### config.mk
export PLATFORM = sky130hd
export DESIGN_NAME = fetch_unit_top
export DESIGN_NICKNAME = d
export VERILOG_FILES = /design/src/hw/isa_pkg.sv /design/src/hw/fetch_pkg.sv /design/src/hw/fetch_queue.sv /design/src/hw/fetch_unit_top.sv /design/src/hw/predecoder.sv /design/src/hw/wb_fetch_master.sv
export SDC_FILE = /design/constraint.sdc
export NUM_CORES = 1
export LEC_CHECK = 0
export BUFFER_PORTS_ARGS = -buffer_cell sky130_fd_sc_hd__buf_2
export CORE_MARGIN = 1
export CORE_UTILIZATION = 40
export DETAILED_ROUTE_END_ITERATION = 7
export MAX_ROUTING_LAYER = met4
export PLACE_DENSITY = 0.55
export SLEW_MARGIN = 20
export SYNTH_ARGS = -nofsm -noshare
export SYNTH_HDL_FRONTEND = slang
export SYNTH_HIERARCHICAL = 1
export SYNTH_SLANG_ARGS = --single-unit
### constraint.sdc
create_clock -name clk -period 5.1 [get_ports clk]
set_clock_uncertainty 0.1 [all_clocks]
set_input_delay 0.255 -clock clk [delete_from_list [all_inputs] [get_ports clk]]
set_output_delay 0.255 -clock clk [all_outputs]
set_load 0.01 [all_outputs]
### src/hw/isa_pkg.sv
package isa_pkg;

    // the opcode sits in the top six bits of every instruction word
    typedef logic [5:0] opcode_t;

    // opcode bit 5 picks the format, clear for register and set for immediate
    localparam int unsigned OPC_FMT_BIT = 5;
    // with bit 5 set, bit 4 marks the immediate-format word as a branch
    localparam int unsigned OPC_BR_BIT = 4;

    // register format with two sources and an eleven bit function field
    typedef struct packed {
        opcode_t     opcode;
        logic [4:0]  rd;
        logic [4:0]  rs1;
        logic [4:0]  rs2;
        logic [10:0] funct;
    } r_fmt_t;

    // immediate format, where the low sixteen bits carry a signed immediate
    typedef struct packed {
        opcode_t     opcode;
        logic [4:0]  rd;
        logic [4:0]  rs1;
        logic [15:0] imm;
    } i_fmt_t;

    // one fetched word, read through whichever view its opcode calls for
    typedef union packed {
        r_fmt_t r;
        i_fmt_t i;
    } instr_u;

    // the predecoded instruction as the next stage sees it
    typedef struct packed {
        logic [31:0] pc;
        opcode_t     opcode;
        logic        is_imm;
        logic        is_branch;
        logic [4:0]  rd;
        logic [4:0]  rs1;
        logic [4:0]  rs2;
        logic [10:0] funct;
        logic [31:0] imm;
        // low word bits kept for debug
        logic [22:0] raw;
    } decoded_t;

    // true for the immediate class, which includes branches
    function automatic logic is_imm_op(opcode_t op);
        return op[OPC_FMT_BIT];
    endfunction

    // a branch needs both the format bit and the branch bit
    function automatic logic is_branch_op(opcode_t op);
        return op[OPC_FMT_BIT] & op[OPC_BR_BIT];
    endfunction

endpackage

### src/hw/fetch_pkg.sv
package fetch_pkg;

    // byte address on the fetch path
    typedef logic [31:0] addr_t;

    // every instruction is one 32-bit word, so addresses step by four bytes
    localparam addr_t INSTR_BYTES = 32'd4;

    // one queue slot pairs the fetch address with the word that came back
    typedef struct packed {
        addr_t          pc;
        isa_pkg::instr_u instr;
    } queue_entry_t;

    // master side of a classic Wishbone read
    // cyc and stb always move together here since only single reads occur
    typedef struct packed {
        logic  cyc;
        logic  stb;
        addr_t adr;
    } wb_req_t;

    // slave side of the read
    // dat is only meaningful in the cycle where ack is high
    typedef struct packed {
        logic        ack;
        logic [31:0] dat;
    } wb_rsp_t;

endpackage

### src/hw/fetch_queue.sv
`timescale 1ns/100ps

module fetch_queue #(
    parameter int unsigned QUEUE_DEPTH = 8
) (
    input  logic                    clk,
    input  logic                    rst_n,
    input  logic                    flush,
    input  logic                    enq_valid,
    output logic                    enq_ready,
    input  fetch_pkg::queue_entry_t enq_entry,
    output logic                    deq_valid,
    input  logic                    deq_ready,
    output fetch_pkg::queue_entry_t deq_entry
);

    // the counters carry one extra bit so that full and empty differ
    localparam int unsigned IDX_W = $clog2(QUEUE_DEPTH);
    localparam int unsigned CTR_W = IDX_W + 1;

    logic [CTR_W-1:0] enq_ctr;
    logic [CTR_W-1:0] deq_ctr;
    logic [IDX_W-1:0] enq_idx;
    logic [IDX_W-1:0] deq_idx;
    logic             idx_equal;
    logic             wrap_equal;
    logic             enq_fire;
    logic             deq_fire;
    logic [QUEUE_DEPTH-1:0] wr_sel;

    // storage for the entries themselves
    fetch_pkg::queue_entry_t slots [QUEUE_DEPTH];

    // the low counter bits index the storage
    assign enq_idx = enq_ctr[IDX_W-1:0];
    assign deq_idx = deq_ctr[IDX_W-1:0];

    // same slot with the same wrap bit is empty, with opposite wrap bits it is full
    assign idx_equal  = (enq_idx == deq_idx);
    assign wrap_equal = (enq_ctr[CTR_W-1] == deq_ctr[CTR_W-1]);
    assign enq_ready  = !(idx_equal && !wrap_equal);
    assign deq_valid  = !(idx_equal && wrap_equal);

    // a handshake happens on each side where valid meets ready
    assign enq_fire = enq_valid && enq_ready;
    assign deq_fire = deq_valid && deq_ready;

    // flush wins over both handshakes and returns the queue to empty
    always_ff @(posedge clk or negedge rst_n) begin
        if (!rst_n) begin
            enq_ctr <= '0;
            deq_ctr <= '0;
        end else if (flush) begin
            enq_ctr <= '0;
            deq_ctr <= '0;
        end else begin
            if (enq_fire) begin
                enq_ctr <= enq_ctr + CTR_W'(1);
            end
            if (deq_fire) begin
                deq_ctr <= deq_ctr + CTR_W'(1);
            end
        end
    end

    // one-hot write select decoded from the enqueue index
    assign wr_sel = enq_fire ? (QUEUE_DEPTH'(1) << enq_idx) : '0;

    // each slot loads only when its select bit is set
    for (genvar i = 0; i < QUEUE_DEPTH; i++) begin : g_slot
        always_ff @(posedge clk) begin
            if (wr_sel[i]) begin
                slots[i] <= enq_entry;
            end
        end
    end

    // the head is read straight through the dequeue index
    assign deq_entry = slots[deq_idx];

endmodule

### src/hw/fetch_unit_top.sv
`timescale 1ns/100ps

module fetch_unit_top #(
    parameter int unsigned      QUEUE_DEPTH = 8,
    parameter fetch_pkg::addr_t RESET_PC    = 32'h0000_0000
) (
    input  logic               clk,
    input  logic               rst_n,
    output fetch_pkg::wb_req_t wb_req,
    input  fetch_pkg::wb_rsp_t wb_rsp,
    input  logic               redirect_valid,
    input  fetch_pkg::addr_t   redirect_pc,
    output logic               dec_valid,
    output isa_pkg::decoded_t  dec,
    input  logic               dec_ready
);

    // master to queue
    logic                    enq_valid;
    logic                    enq_ready;
    fetch_pkg::queue_entry_t enq_entry;
    // queue to predecoder
    logic                    deq_valid;
    logic                    deq_ready;
    fetch_pkg::queue_entry_t deq_entry;

    // the bus side fetches words and pushes them with their addresses
    wb_fetch_master #(
        .RESET_PC(RESET_PC)
    ) i_master (
        .clk           (clk),
        .rst_n         (rst_n),
        .redirect_valid(redirect_valid),
        .redirect_pc   (redirect_pc),
        .wb_req        (wb_req),
        .wb_rsp        (wb_rsp),
        .enq_ready     (enq_ready),
        .enq_valid     (enq_valid),
        .enq_entry     (enq_entry)
    );

    // redirect doubles as the flush for the queue and the predecoder
    fetch_queue #(
        .QUEUE_DEPTH(QUEUE_DEPTH)
    ) i_queue (
        .clk      (clk),
        .rst_n    (rst_n),
        .flush    (redirect_valid),
        .enq_valid(enq_valid),
        .enq_ready(enq_ready),
        .enq_entry(enq_entry),
        .deq_valid(deq_valid),
        .deq_ready(deq_ready),
        .deq_entry(deq_entry)
    );

    predecoder i_predecoder (
        .clk      (clk),
        .rst_n    (rst_n),
        .flush    (redirect_valid),
        .deq_valid(deq_valid),
        .deq_ready(deq_ready),
        .deq_entry(deq_entry),
        .dec_valid(dec_valid),
        .dec_ready(dec_ready),
        .dec      (dec)
    );

endmodule

### src/hw/predecoder.sv
`timescale 1ns/100ps

module predecoder (
    input  logic                    clk,
    input  logic                    rst_n,
    input  logic                    flush,
    input  logic                    deq_valid,
    output logic                    deq_ready,
    input  fetch_pkg::queue_entry_t deq_entry,
    output logic                    dec_valid,
    input  logic                    dec_ready,
    output isa_pkg::decoded_t       dec
);

    isa_pkg::instr_u   word;
    isa_pkg::decoded_t next_dec;
    logic              load;

    assign word = deq_entry.instr;

    // split the head word by format
    // the opcode, rd and rs1 lie in the same bits in both views, so the r view reads them
    always_comb begin
        next_dec.pc        = deq_entry.pc;
        next_dec.opcode    = word.r.opcode;
        next_dec.is_imm    = isa_pkg::is_imm_op(word.r.opcode);
        next_dec.is_branch = isa_pkg::is_branch_op(word.r.opcode);
        next_dec.rd        = word.r.rd;
        next_dec.rs1       = word.r.rs1;
        next_dec.raw       = word[22:0];
        if (next_dec.is_imm) begin
            // immediate format has no second source and no function field
            next_dec.rs2   = '0;
            next_dec.funct = '0;
            next_dec.imm   = {{16{word.i.imm[15]}}, word.i.imm};
        end else begin
            next_dec.rs2   = word.r.rs2;
            next_dec.funct = word.r.funct;
            next_dec.imm   = '0;
        end
    end

    // the output register takes a new word when it is empty or being drained
    assign load      = !dec_valid || dec_ready;
    assign deq_ready = load;

    always_ff @(posedge clk or negedge rst_n) begin
        if (!rst_n) begin
            dec_valid <= 1'b0;
        end else if (flush) begin
            // the queue empties at the same edge, so nothing old survives
            dec_valid <= 1'b0;
        end else if (load) begin
            dec_valid <= deq_valid;
        end
    end

    // payload only moves when a real word is taken from the queue
    always_ff @(posedge clk) begin
        if (load && deq_valid) begin
            dec <= next_dec;
        end
    end

endmodule

### src/hw/wb_fetch_master.sv
`timescale 1ns/100ps

module wb_fetch_master #(
    parameter fetch_pkg::addr_t RESET_PC = 32'h0000_0000
) (
    input  logic                    clk,
    input  logic                    rst_n,
    input  logic                    redirect_valid,
    input  fetch_pkg::addr_t        redirect_pc,
    output fetch_pkg::wb_req_t      wb_req,
    input  fetch_pkg::wb_rsp_t      wb_rsp,
    input  logic                    enq_ready,
    output logic                    enq_valid,
    output fetch_pkg::queue_entry_t enq_entry
);

    typedef enum logic {
        IDLE,
        BUSY
    } state_t;

    state_t           state;
    // next address to fetch
    fetch_pkg::addr_t pc;
    // address of the read currently on the bus, held stable until ack
    fetch_pkg::addr_t req_adr;
    // marks an in-flight read whose word belongs to the old stream
    logic             discard;
    logic             ack_seen;
    logic             push;

    assign ack_seen = (state == BUSY) && wb_rsp.ack;

    // a word goes to the queue unless it is stale or a redirect lands in the ack cycle
    assign push = ack_seen && !discard && !redirect_valid;

    always_ff @(posedge clk or negedge rst_n) begin
        if (!rst_n) begin
            state   <= IDLE;
            pc      <= RESET_PC;
            req_adr <= RESET_PC;
            discard <= 1'b0;
        end else begin
            case (state)
                IDLE: begin
                    if (redirect_valid) begin
                        pc <= redirect_pc;
                    end else if (enq_ready) begin
                        // only this master writes the queue, so the free slot stays free
                        state   <= BUSY;
                        req_adr <= pc;
                    end
                end
                BUSY: begin
                    if (wb_rsp.ack) begin
                        // always drop back to idle for at least one cycle after ack
                        state   <= IDLE;
                        discard <= 1'b0;
                    end else if (redirect_valid) begin
                        discard <= 1'b1;
                    end
                    if (redirect_valid) begin
                        pc <= redirect_pc;
                    end else if (push) begin
                        pc <= req_adr + fetch_pkg::INSTR_BYTES;
                    end
                end
                default: begin
                    state <= IDLE;
                end
            endcase
        end
    end

    // cyc and stb stay up for the whole busy state, which ends at ack
    always_comb begin
        wb_req.cyc = (state == BUSY);
        wb_req.stb = (state == BUSY);
        wb_req.adr = req_adr;
    end

    // the returned data word is taken as an instruction tagged with its address
    always_comb begin
        enq_valid       = push;
        enq_entry.pc    = req_adr;
        enq_entry.instr = isa_pkg::instr_u'(wb_rsp.dat);
    end

endmodule
Word-level counts from Yosys, hierarchy flattened

Memory sizes are Yosys's and may differ from the RTL's.
Cells that the tools add are included.

Memories: 1
Memory bits (writable): 512
Bits in registers: 180
Bits of input ports: 69
Word-level logic and storage cells: 84
Output and inout port bits: 156

Memories:

| memory        | words | width | read ports | clocked after Yosys merged registers in | write ports | RTL line          | source |
|---|---|---|---|---|---|---|---|
| i_queue.slots | 8     | 64    | 1          | 0                                       | 8           | fetch_queue.sv:32 | `fetch_pkg::queue_entry_t slots [QUEUE_DEPTH];` |

Reduce and logical (&&, ||, !) cells: 21
Equality and inequality tests: 4
Shift-type cells: 1
Bitwise operators: 4
$add $sub $neg: 3
Mux-type cells: 33

Operator list:

| kind                                            | count |
|---|---|
| 2-to-1 mux 32 bit                               | 3 |
| one-hot mux 32 bit (2 select lines)             | 1 |
| adder 32 x 3 -> 32 bit, second input constant   | 1 |
| 2-to-1 mux 1 bit                                | 23 |
| 2-to-1 mux 4 bit                                | 4 |
| adder 4 x 1 -> 4 bit, second input constant     | 2 |
| 2-to-1 mux 8 bit                                | 1 |
| nonzero test 2 bit                              | 4 |
| << shifter 1 x 3 -> 8 bit, first input constant | 1 |
| logical AND 1 bit                               | 7 |
| zero test 1 bit                                 | 6 |
| AND reduction 2 bit                             | 2 |
| equality test 3 bit                             | 1 |
| != test 3 x 2 -> 1 bit, second input constant   | 1 |
| NOT 1 bit                                       | 3 |
| AND reduction 3 bit                             | 1 |
| != test 2 bit, second input constant            | 1 |
| one-hot mux 1 bit (2 select lines)              | 1 |
| AND 1 bit                                       | 1 |
| equality test 1 bit                             | 1 |
| logical OR 1 bit                                | 1 |

Longest topological paths before layout

Gate-level depths: netlist (run 1).

Word-level depth: 8
Mapped depth: 8
Gate-level depth less buffers: 7

By module

The synthesis (run 1) kept the hierarchy.

Modules (own cells, without submodules):

| module          | area each (µm²) | cells each | sequential area each (µm²) | instances |
|---|---|---|---|---|
| fetch_queue     | 19954.1         | 819        | 15574.9                    | 1 |
| wb_fetch_master | 3768.6          | 375        | 1651.6                     | 1 |
| predecoder      | 3363.2          | 162        | 2937.8                     | 1 |

Worst setup path before layout (run 1)

Ideal clock, no wire load.

Path kind: register to register
From: register i_queue.deq_ctr[0]
To: register, netlist name i_predecoder/dec[0]
Clock period less this slack: 3646 ps
Path buffers: 1
Required time: 4533 ps
Stages on the path, launching flop included: 5
Library setup time: 467 ps
Arrival time: 3079 ps
Slack: 1454 ps
Path through: dfrtp_1 -> buf_2 -> xnor2_2 -> nand4_1 -> and2_1

Cells in the longest elaborated chain, start to end: 4

RTL lines:

| item                   | RTL line             | source |
|---|---|---|
| start, declared        | fetch_queue.sv:22    | `logic [CTR_W-1:0] deq_ctr;` |
| start signal, assigned | fetch_queue.sv:61    | `deq_ctr <= deq_ctr + CTR_W'(1);` |
| equality test 3 bit    | fetch_queue.sv:39    | `assign idx_equal = (enq_idx == deq_idx);` |
| logical AND 1 bit      | fetch_queue.sv:42    | `assign deq_valid = !(idx_equal && wrap_equal);` |
| zero test 1 bit        | fetch_queue.sv:42    |  |
| named net deq_valid    | fetch_unit_top.sv:23 | `logic deq_valid;` |
| logical AND 1 bit      | predecoder.sv:60     | `if (load && deq_valid) begin` |

The timed path passes the listed nets, and every way through them passes these cells.
A chain may end at the register's enable or synchronous reset.

==> results of run 1 <==
-- per-layer routing --
layer  routed length (µm)  share of wire (%)  up-vias
li1                     -                  -     5802
met3                 2880                5.0       75
met1                25700                 44     6925
met5                    0                  0        -
met4                 1110                1.9        0
met2                28200                 49      369
-- cell families after synthesis --
group,Yosys count
AOI/OAI and AO/OA,80
buffers and inverters,161
DFF,684
muxes,235
and+or+nand+nor,157
xor gates and xnor gates,31
adders and majority gates,8
-- layout make-up --
type / count / area [µm²] / share of cell area [%]
clock buffer: 95 / 1960 / 6.21
multi-input combinational: 511 / 5910 / 18.7
tap: 873 / 1090 / 3.46
inverter: 9 / 33.8 / 0.107
sequential: 684 / 20200 / 63.9
timing repair buffer: 311 / 2090 / 6.62
clock inverter: 37 / 319 / 1.01
-- metrics by stage --
step,worst slack [ps],instances
floorplan,1450,1356
global placement,957,2315
detailed placement,863,2320
CTS,1010,2518
finish,1040,2520
global route,723,2520
-- sequential cells by signal, indices dropped and copies added, names as in the netlist --
register,cells
i_master/pc,32
i_queue/enq_ctr,4
i_predecoder/dec,97
i_master/req_adr,32
i_queue/deq_ctr,4
i_master/state,1
i_master/discard,1
i_predecoder/dec_valid,1
i_queue/slots,512
-- worst register-to-register path, cell delays in order, from the launching register on --
cell     delay [ps]
dfrtp_1         530
nand2_1         150
o21ai_2         610
nand2_1         450
inv_1           380
inv_1            90
a41oi_2         320
and2_4          740
buf_4           370
-- how the worst max path moves through the flow --
stage	from	to	slack, ps	cells after the start
detailed placement	redirect_valid	i_queue/slots[7][59]	860	9
finish	i_master/state	i_queue/slots[7][58]	1040	8
floorplan	i_queue/deq_ctr[0]	i_predecoder/dec[0]	1450	4
global placement	redirect_valid	i_queue/slots[7][51]	960	9
CTS	i_master/state	i_queue/slots[7][57]	1010	8
global route	i_master/state	i_queue/slots[7][57]	720	8
-- where the power goes --
part | leakage, nW | switching, mW | internal (mW)
sequential | 6.44 | 0.690 | 7.07
combinational | 3.09 | 1.57 | 1.42
clock | 1.12 | 2.12 | 2.97
total | 10.7 | 4.38 | 11.5
-- cells in the final DEF, fill, tap and decap left out, types with 21 or more instances in the layout --
cell,instances
nor2_1,21
nand2_1,35
o21ai_0,25
dfrtp_1,72
xor2_1,23
buf_2,223
mux4_2,128
mux2_2,100
dlygate4sd3_1,66
clkbuf_16,75
edfxtp_1,609
==> impl_results.md, run 1 <==
* RePlAce Congestion at 0.765
* Die X at 262 µm
* Pwr Density at 502 nW/µm²
* Post-Synth XOR/XNOR Area at 1.09%
* Crit-path max cell delay at 740 ps
* Drt total wl at 57.8 mm
* Post-Synth Adder-Cell Area at 0.370%
* Area share of the largest cell type after synthesis at 67.5%
* I/O pin total at 225
* Fin Hold WS at 20.4 ps
* Filler instances at 5657
* Layout Nets at 1667
* Critical path launch point type: flop
* Area Overhead vs Synth at 16.6%
* Hold Path Class: in -> async
* Setup TNS at 0 ps
* Data arrival time of the worst path at 4250 ps
* Largest family of logic cells by synthesized area: multiplexers
* Max rail drop VDD at 0.281 mV
* Slew Limit Fails at 0
* Drt initial violations at 860
* Seq/Total Area, Yosys at 74.4%
* Initial antenna violation count at 1
* Synth cell types at 52
* Hold Vio Cnt, Final at 0
* CP Capture Type: flop
* GR Util met1 at 23.6%
* Period utilization at 79.6%
* RSZ-0062 raised after global routing: false
* Cell taking the most area after synthesis: edfxtp_1
* # setup viols final at 0
* Top cells by area, synth: edfxtp_1, mux4_2, dfrtp_1, mux2_2, buf_4
* Initial core utilization at 40.4%
* Req. time, crit path at 5290 ps
* Gr usage total at 17.7%
* Largest net degree at the start of global routing at 132
* Clock Root Buffer: clkbuf_16
* Met2 Use GR at 27.6%
* Max-capacitance violation count at 0
* DRC errors left at 0
* Crit path cell chain: nand2_1 > o21ai_2 > nand2_1 > inv_1 > inv_1 > a41oi_2 > and2_4 > buf_4
* Worst setup path category: reg -> reg
* Cts repair resizes at 0
* RR Startpoint: i_master/state
* Status: finished, final reports clean
* Row count at 95
* Synth Instances at 1356
* GR peak layer: met2
* Clk buf depth at 3
* Pwr Total at 15.8 mW
* WL per Instance at 22.9 µm
* Total CTS buffers at 73
* Clk pin slew, worst setup/hold paths at 60 ps
* Slew margin rel. at 36.4%
* Worst Reg-to-Reg Cells at 8
* Seq cells post-synth at 684
* Post-DRT Antenna Nets at 0
* WP buf/inv at 3
* Register-to-Register Setup Slack at 1040 ps
* Min Tclk post-route at 4060 ps
* Mapped cell area at 27100 µm²
* Worst Max-Slew Pin Slew at 953 ps
* Htree depth at 3
* Avg Cell Area, Syn at 20.0 µm²
* Post-Synth Simple-Gate Area at 3.37%
* Top Family by Delay on Critical Path: simple AND/OR/NAND/NOR gates
* Asr flop ratio synth at 11.0%
* Count leader, synth: edfxtp_1
* Leading register cell type out of synthesis: edfxtp_1
* Hold buffer count at cts at 66
* Number of global-route vias before repair at 13900
* Mux contribution to synthesized area at 15.1%
* CTS tree: built
* Met3 Use GR at 3.23%
* Reg2reg end: i_queue/slots[7][58]
* Leakage at 10.7 nW
* Grt total ovfl at 0
* Mean number of vias per cell at 5.23
* Ant diodes at 0
* Die area at 68800 µm²
* Yosys warning count at 6
* Clk sinks at 684
* CP max stage cell: and2_4
* Post-synth top cells: edfxtp_1, mux4_2, mux2_2, buf_4, dfrtp_1
* Placed cell area at 28600 µm²
* Global-route wire length before repair at 88.5 mm
* EDFF count, synth at 609
* Highest clock rate at 0.246 GHz
* Final core utilization at 47.1%
* Syn_nets at 1433
* Post-CTS Setup Inserts at 0
* Die Y at 262 µm
* Fraction of layout cells with a size suffix above 1 at 36.4%
* Dpl hpwl at 32.3 mm
* Count of port buffers added during placement at 224
* Vias at 13200
* Design area at 31600 µm²
* Compound-Gate Fraction of Synth Area at 1.82%
* Clk_lat worst skew at 610 ps
* Number of iterations in the first detailed-routing pass at 4
* Max FO, Critical Path at 45
* CORE AREA at 67000 µm²
Power figures use the tool's default switching activity.
==> run 2: changes to the inputs <==
ABC_AREA = 1   (was not set)
clock period = 4 ns   (was 5.1 ns; I/O delays follow)
==> run 2 against run 1 <==
Die area increased by 4.5%. Combinational power grew 19%. Fmax rose by 44%. Cell count increased by 45%. Critical path depth down 1. Critical endpoint is now i_queue/slots[5][37]. First-iteration DRC count up 48%. Via count grew 37%. Final area rose by 3.6%. Count of clock-buffer cells in the layout increased by 8. Sequential cell count did not move. Worst hold slack improved by 290 ps.
==> impl_results.md, run 2 <==
* Post-Synth Adder-Cell Area at 0.353% (was 0.370%)
* Die area at 71900 µm² (was 68800 µm²)
* Hold Path Class: in -> reg (was in -> async)
* Most common cell after layout, fill and taps aside: edfxtp_1 (unchanged)
* Global-route wire length before repair at 102 mm (was 88.5 mm)
* CTS tree: built (unchanged)
* Post-synth top cells: edfxtp_1, nor2_1, nand2_1, o21ai_0, o21ai_1 (was edfxtp_1, mux4_2, mux2_2, buf_4, dfrtp_1)
* Post-Synth XOR/XNOR Area at 0.186% (was 1.09%)
* Pwr Density at 595 nW/µm² (was 502 nW/µm²)
* Mux contribution to synthesized area at 0.0398% (was 15.1%)
* Vias at 18000 (was 13200)
* Count leader, synth: edfxtp_1 (unchanged)
* Compound-Gate Fraction of Synth Area at 8.26% (was 1.82%)
* Critical path launch point type: flop (unchanged)
* WL met2 at 31.5 mm (was 28.2 mm)
* Drt total wl at 66.7 mm (was 57.8 mm)
* Synth cell types at 36 (was 52)
* CORE AREA at 70000 µm² (was 67000 µm²)
* Initial antenna violation count at 1 (unchanged)
* Fraction of layout cells with a size suffix above 1 at 15.0% (was 36.4%)
* Cell taking the most area after synthesis: edfxtp_1 (unchanged)
* RSZ-0062 raised after global routing: false (unchanged)
* Filler instances at 6383 (was 5657)
* Synth Instances at 2454 (was 1356)
* Min Tclk post-route at 2830 ps (was 4060 ps)
* Data arrival time of the worst path at 2950 ps (was 4250 ps)
* Asr flop ratio synth at 11.0% (unchanged)
* Largest net degree at the start of global routing at 261 (was 132)
* Hold Crit Depth at 4
* # setup viols final at 0 (unchanged)
* DRC errors left at 0 (unchanged)
* Area share of the largest cell type after synthesis at 64.6% (was 67.5%)
* Total CTS buffers at 75 (was 73)
* Status: finished, final reports clean (unchanged)
* Worst Reg-to-Reg Cells at 7 (was 8)
* Die X at 268 µm (was 262 µm)
* Design area at 32700 µm² (was 31600 µm²)
* M1 WL at 30.3 mm (was 25.7 mm)
* Number of global-route vias before repair at 17500 (was 13900)
* Fin Hold WS at 306 ps (was 20.4 ps)
* Worst setup path category: reg -> reg (unchanged)
* Biggest register: i_queue/slots (unchanged)
* Period utilization at 70.7% (was 79.6%)
* Mapped cell area at 28300 µm² (was 27100 µm²)
* Non-Filler Instances at 3643 (was 2520)
* Max rail drop VDD at 0.458 mV (was 0.281 mV)
* Placed cell area at 29600 µm² (was 28600 µm²)
* Most frequent cells in the layout: edfxtp_1, nor2_1, nand2_1, o21ai_0, buf_2 (was edfxtp_1, buf_2, mux4_2, mux2_2, clkbuf_16)
* EDFF count, synth at 609 (unchanged)
* Highest clock rate at 0.354 GHz (was 0.246 GHz)
* Worst Max-Slew Pin Slew at 1070 ps (was 953 ps)
* Gr usage total at 19.1% (was 17.7%)
* RePlAce Congestion at 0.828 (was 0.765)
* Regs by FF count: i_queue/slots (512), i_predecoder/dec (97) (unchanged)
* Seq/Total Area, Yosys at 71.2% (was 74.4%)
* Die Y at 268 µm (was 262 µm)
* Post-CTS Setup Inserts at 0 (unchanged)
* Leading register cell type out of synthesis: edfxtp_1 (unchanged)
* Seq cells post-synth at 684 (unchanged)
* Placed cells at 3433 (was 2320)
* Grt total ovfl at 0 (unchanged)
* Cts repair resizes at 0 (unchanged)
* Clk buf depth at 3 (unchanged)
* Leakage at 12.3 nW (was 10.7 nW)
* Largest family of logic cells by synthesized area: simple AND/OR/NAND/NOR gates (was multiplexers)
* Yosys warning count at 6 (unchanged)
* Initial core utilization at 40.4% (about the same)
* Area Overhead vs Synth at 15.5% (was 16.6%)
* CP Capture Type: flop (unchanged)
* Slew margin rel. at 28.7% (was 36.4%)
* Post-DRT Antenna Nets at 0 (unchanged)
* Dpl hpwl at 36.7 mm (was 32.3 mm)
* Clk sinks at 684 (unchanged)
* Row count at 97 (was 95)
* Count of port buffers added during placement at 224 (unchanged)
* Max layer used: met4 (unchanged)
* Syn_nets at 2531 (was 1433)
* WL per Instance at 18.3 µm (was 22.9 µm)
* Number of iterations in the first detailed-routing pass at 5 (was 4)
* Clk pin slew, worst setup/hold paths at 60 ps (about the same)
* Mean number of vias per cell at 4.94 (was 5.23)
* I/O pin total at 225 (unchanged)
* Avg Cell Area, Syn at 11.5 µm² (was 20.0 µm²)
* Drt initial violations at 1273 (was 860)
* Top cells by area, synth: edfxtp_1, dfrtp_1, nor2_1, nand2_1, o21ai_0 (was edfxtp_1, mux4_2, dfrtp_1, mux2_2, buf_4)
* Post-Synth Simple-Gate Area at 13.7% (was 3.37%)
* Req. time, crit path at 4130 ps (was 5290 ps)
* Hold Vio Cnt, Final at 0 (unchanged)
* Max FO, Critical Path at 49 (was 45)
* Setup TNS at 0 ps (unchanged)
* Layout Nets at 2718 (was 1667)
* Pwr Total at 19.5 mW (was 15.8 mW)
* Max-capacitance violation count at 0 (unchanged)
* Clk_lat worst skew at 620 ps (was 610 ps)
* Htree depth at 3 (unchanged)
* Clock Root Buffer: clkbuf_16 (unchanged)
* Slew Limit Fails at 0 (unchanged)
* Met3 wire length at 3.45 mm (was 2.88 mm)
* Max reg flops at 512 (unchanged)
==> run 2: cell types whose count changed in the layout (fill, tap and decap cells not counted), moves of 20 or more <==
cell	change
nor2_1	+450
nand2_1	+358
o21ai_0	+248
o21ai_1	+139
mux4_2	-128
mux2_2	-99
inv_1	+96
nand3_1	+45
nor2b_1	-20
==> run 2: logic make-up (layout without fill, tap and decap cells) <==
| kind of cell | after synthesis | after routing |
|---|---|---|
| and+or+nand+nor | 965 | 965 |
| DFF | 684 | 684 |
| AOI/OAI and AO/OA | 464 | 464 |
| buffers and inverters | 326 | 574 |
| adders and majority gates | 8 | 8 |
| xor gates and xnor gates | 6 | 6 |
| muxes | 1 | 1 |
| other | 0 | 1 |
==> run 2: layout make-up <==
cell class | count | area [µm²] | share of cell area (%)
Multi-Input combinational cell | 1444 | 6460 | 19.8
Timing Repair Buffer | 325 | 2120 | 6.49
Inverter | 111 | 425 | 1.30
Sequential cell | 684 | 20200 | 61.7
Tap cell | 940 | 1180 | 3.60
Clock buffer | 103 | 2100 | 6.41
Clock inverter | 35 | 249 | 0.761
Antenna cell | 1 | 2.50 | 0.00765
==> run 2: power by group <==
part | switching, mW | internal (mW) | total, mW
clock network | 2.76 | 3.81 | 6.57
logic | 2.43 | 1.14 | 3.57
registers | 0.607 | 8.72 | 9.33
==> run 2: routing by layer <==
metal  up-vias  track usage, %
met4         0            6.25
met2       459            30.2
met3        98            3.41
met5         -               -
met1      8730            24.9
li1       8700               -
==> run 2: worst paths after layout <==
path	from	to	slack, ps
min in group asynchronous	rst_n	i_master/pc[26]	490
max in group asynchronous	rst_n	i_queue/deq_ctr[2]	2720
hold reg to reg	i_master/pc[14]	i_master/pc[14]	380
setup reg to reg	i_queue/enq_ctr[2]	i_queue/slots[5][37]	1170
setup / recovery	i_queue/enq_ctr[2]	i_queue/slots[5][37]	1170
hold / removal	redirect_pc[6]	i_master/pc[6]	310
==> run 2: critical path, cell delays in order (launching register included) <==
cell and delay [ps]:
dfrtp_1 600, inv_1 270, nand2_1 120, nand2_1 110, nand4_4 160, nand2_4 190, nor3_4 190, buf_4 690
==> run 2: repair_timing <==
| item | 4_1_cts | 5_1_grt |
|---|---|---|
| hold buffers | 68 | 1 |
| hold endpoints to repair | 366 | 25 |
| endpoints found under the setup margin | 0 | 0 |
==> run 2: stage by stage <==
step | worst slack [ps] | util (%)
floorplan | -428 | -
global placement | 1180 | 42.3
detailed placement | 1170 | 42.3
CTS | 1150 | 46.6
global route | 891 | 46.7
finish | 1170 | 46.7
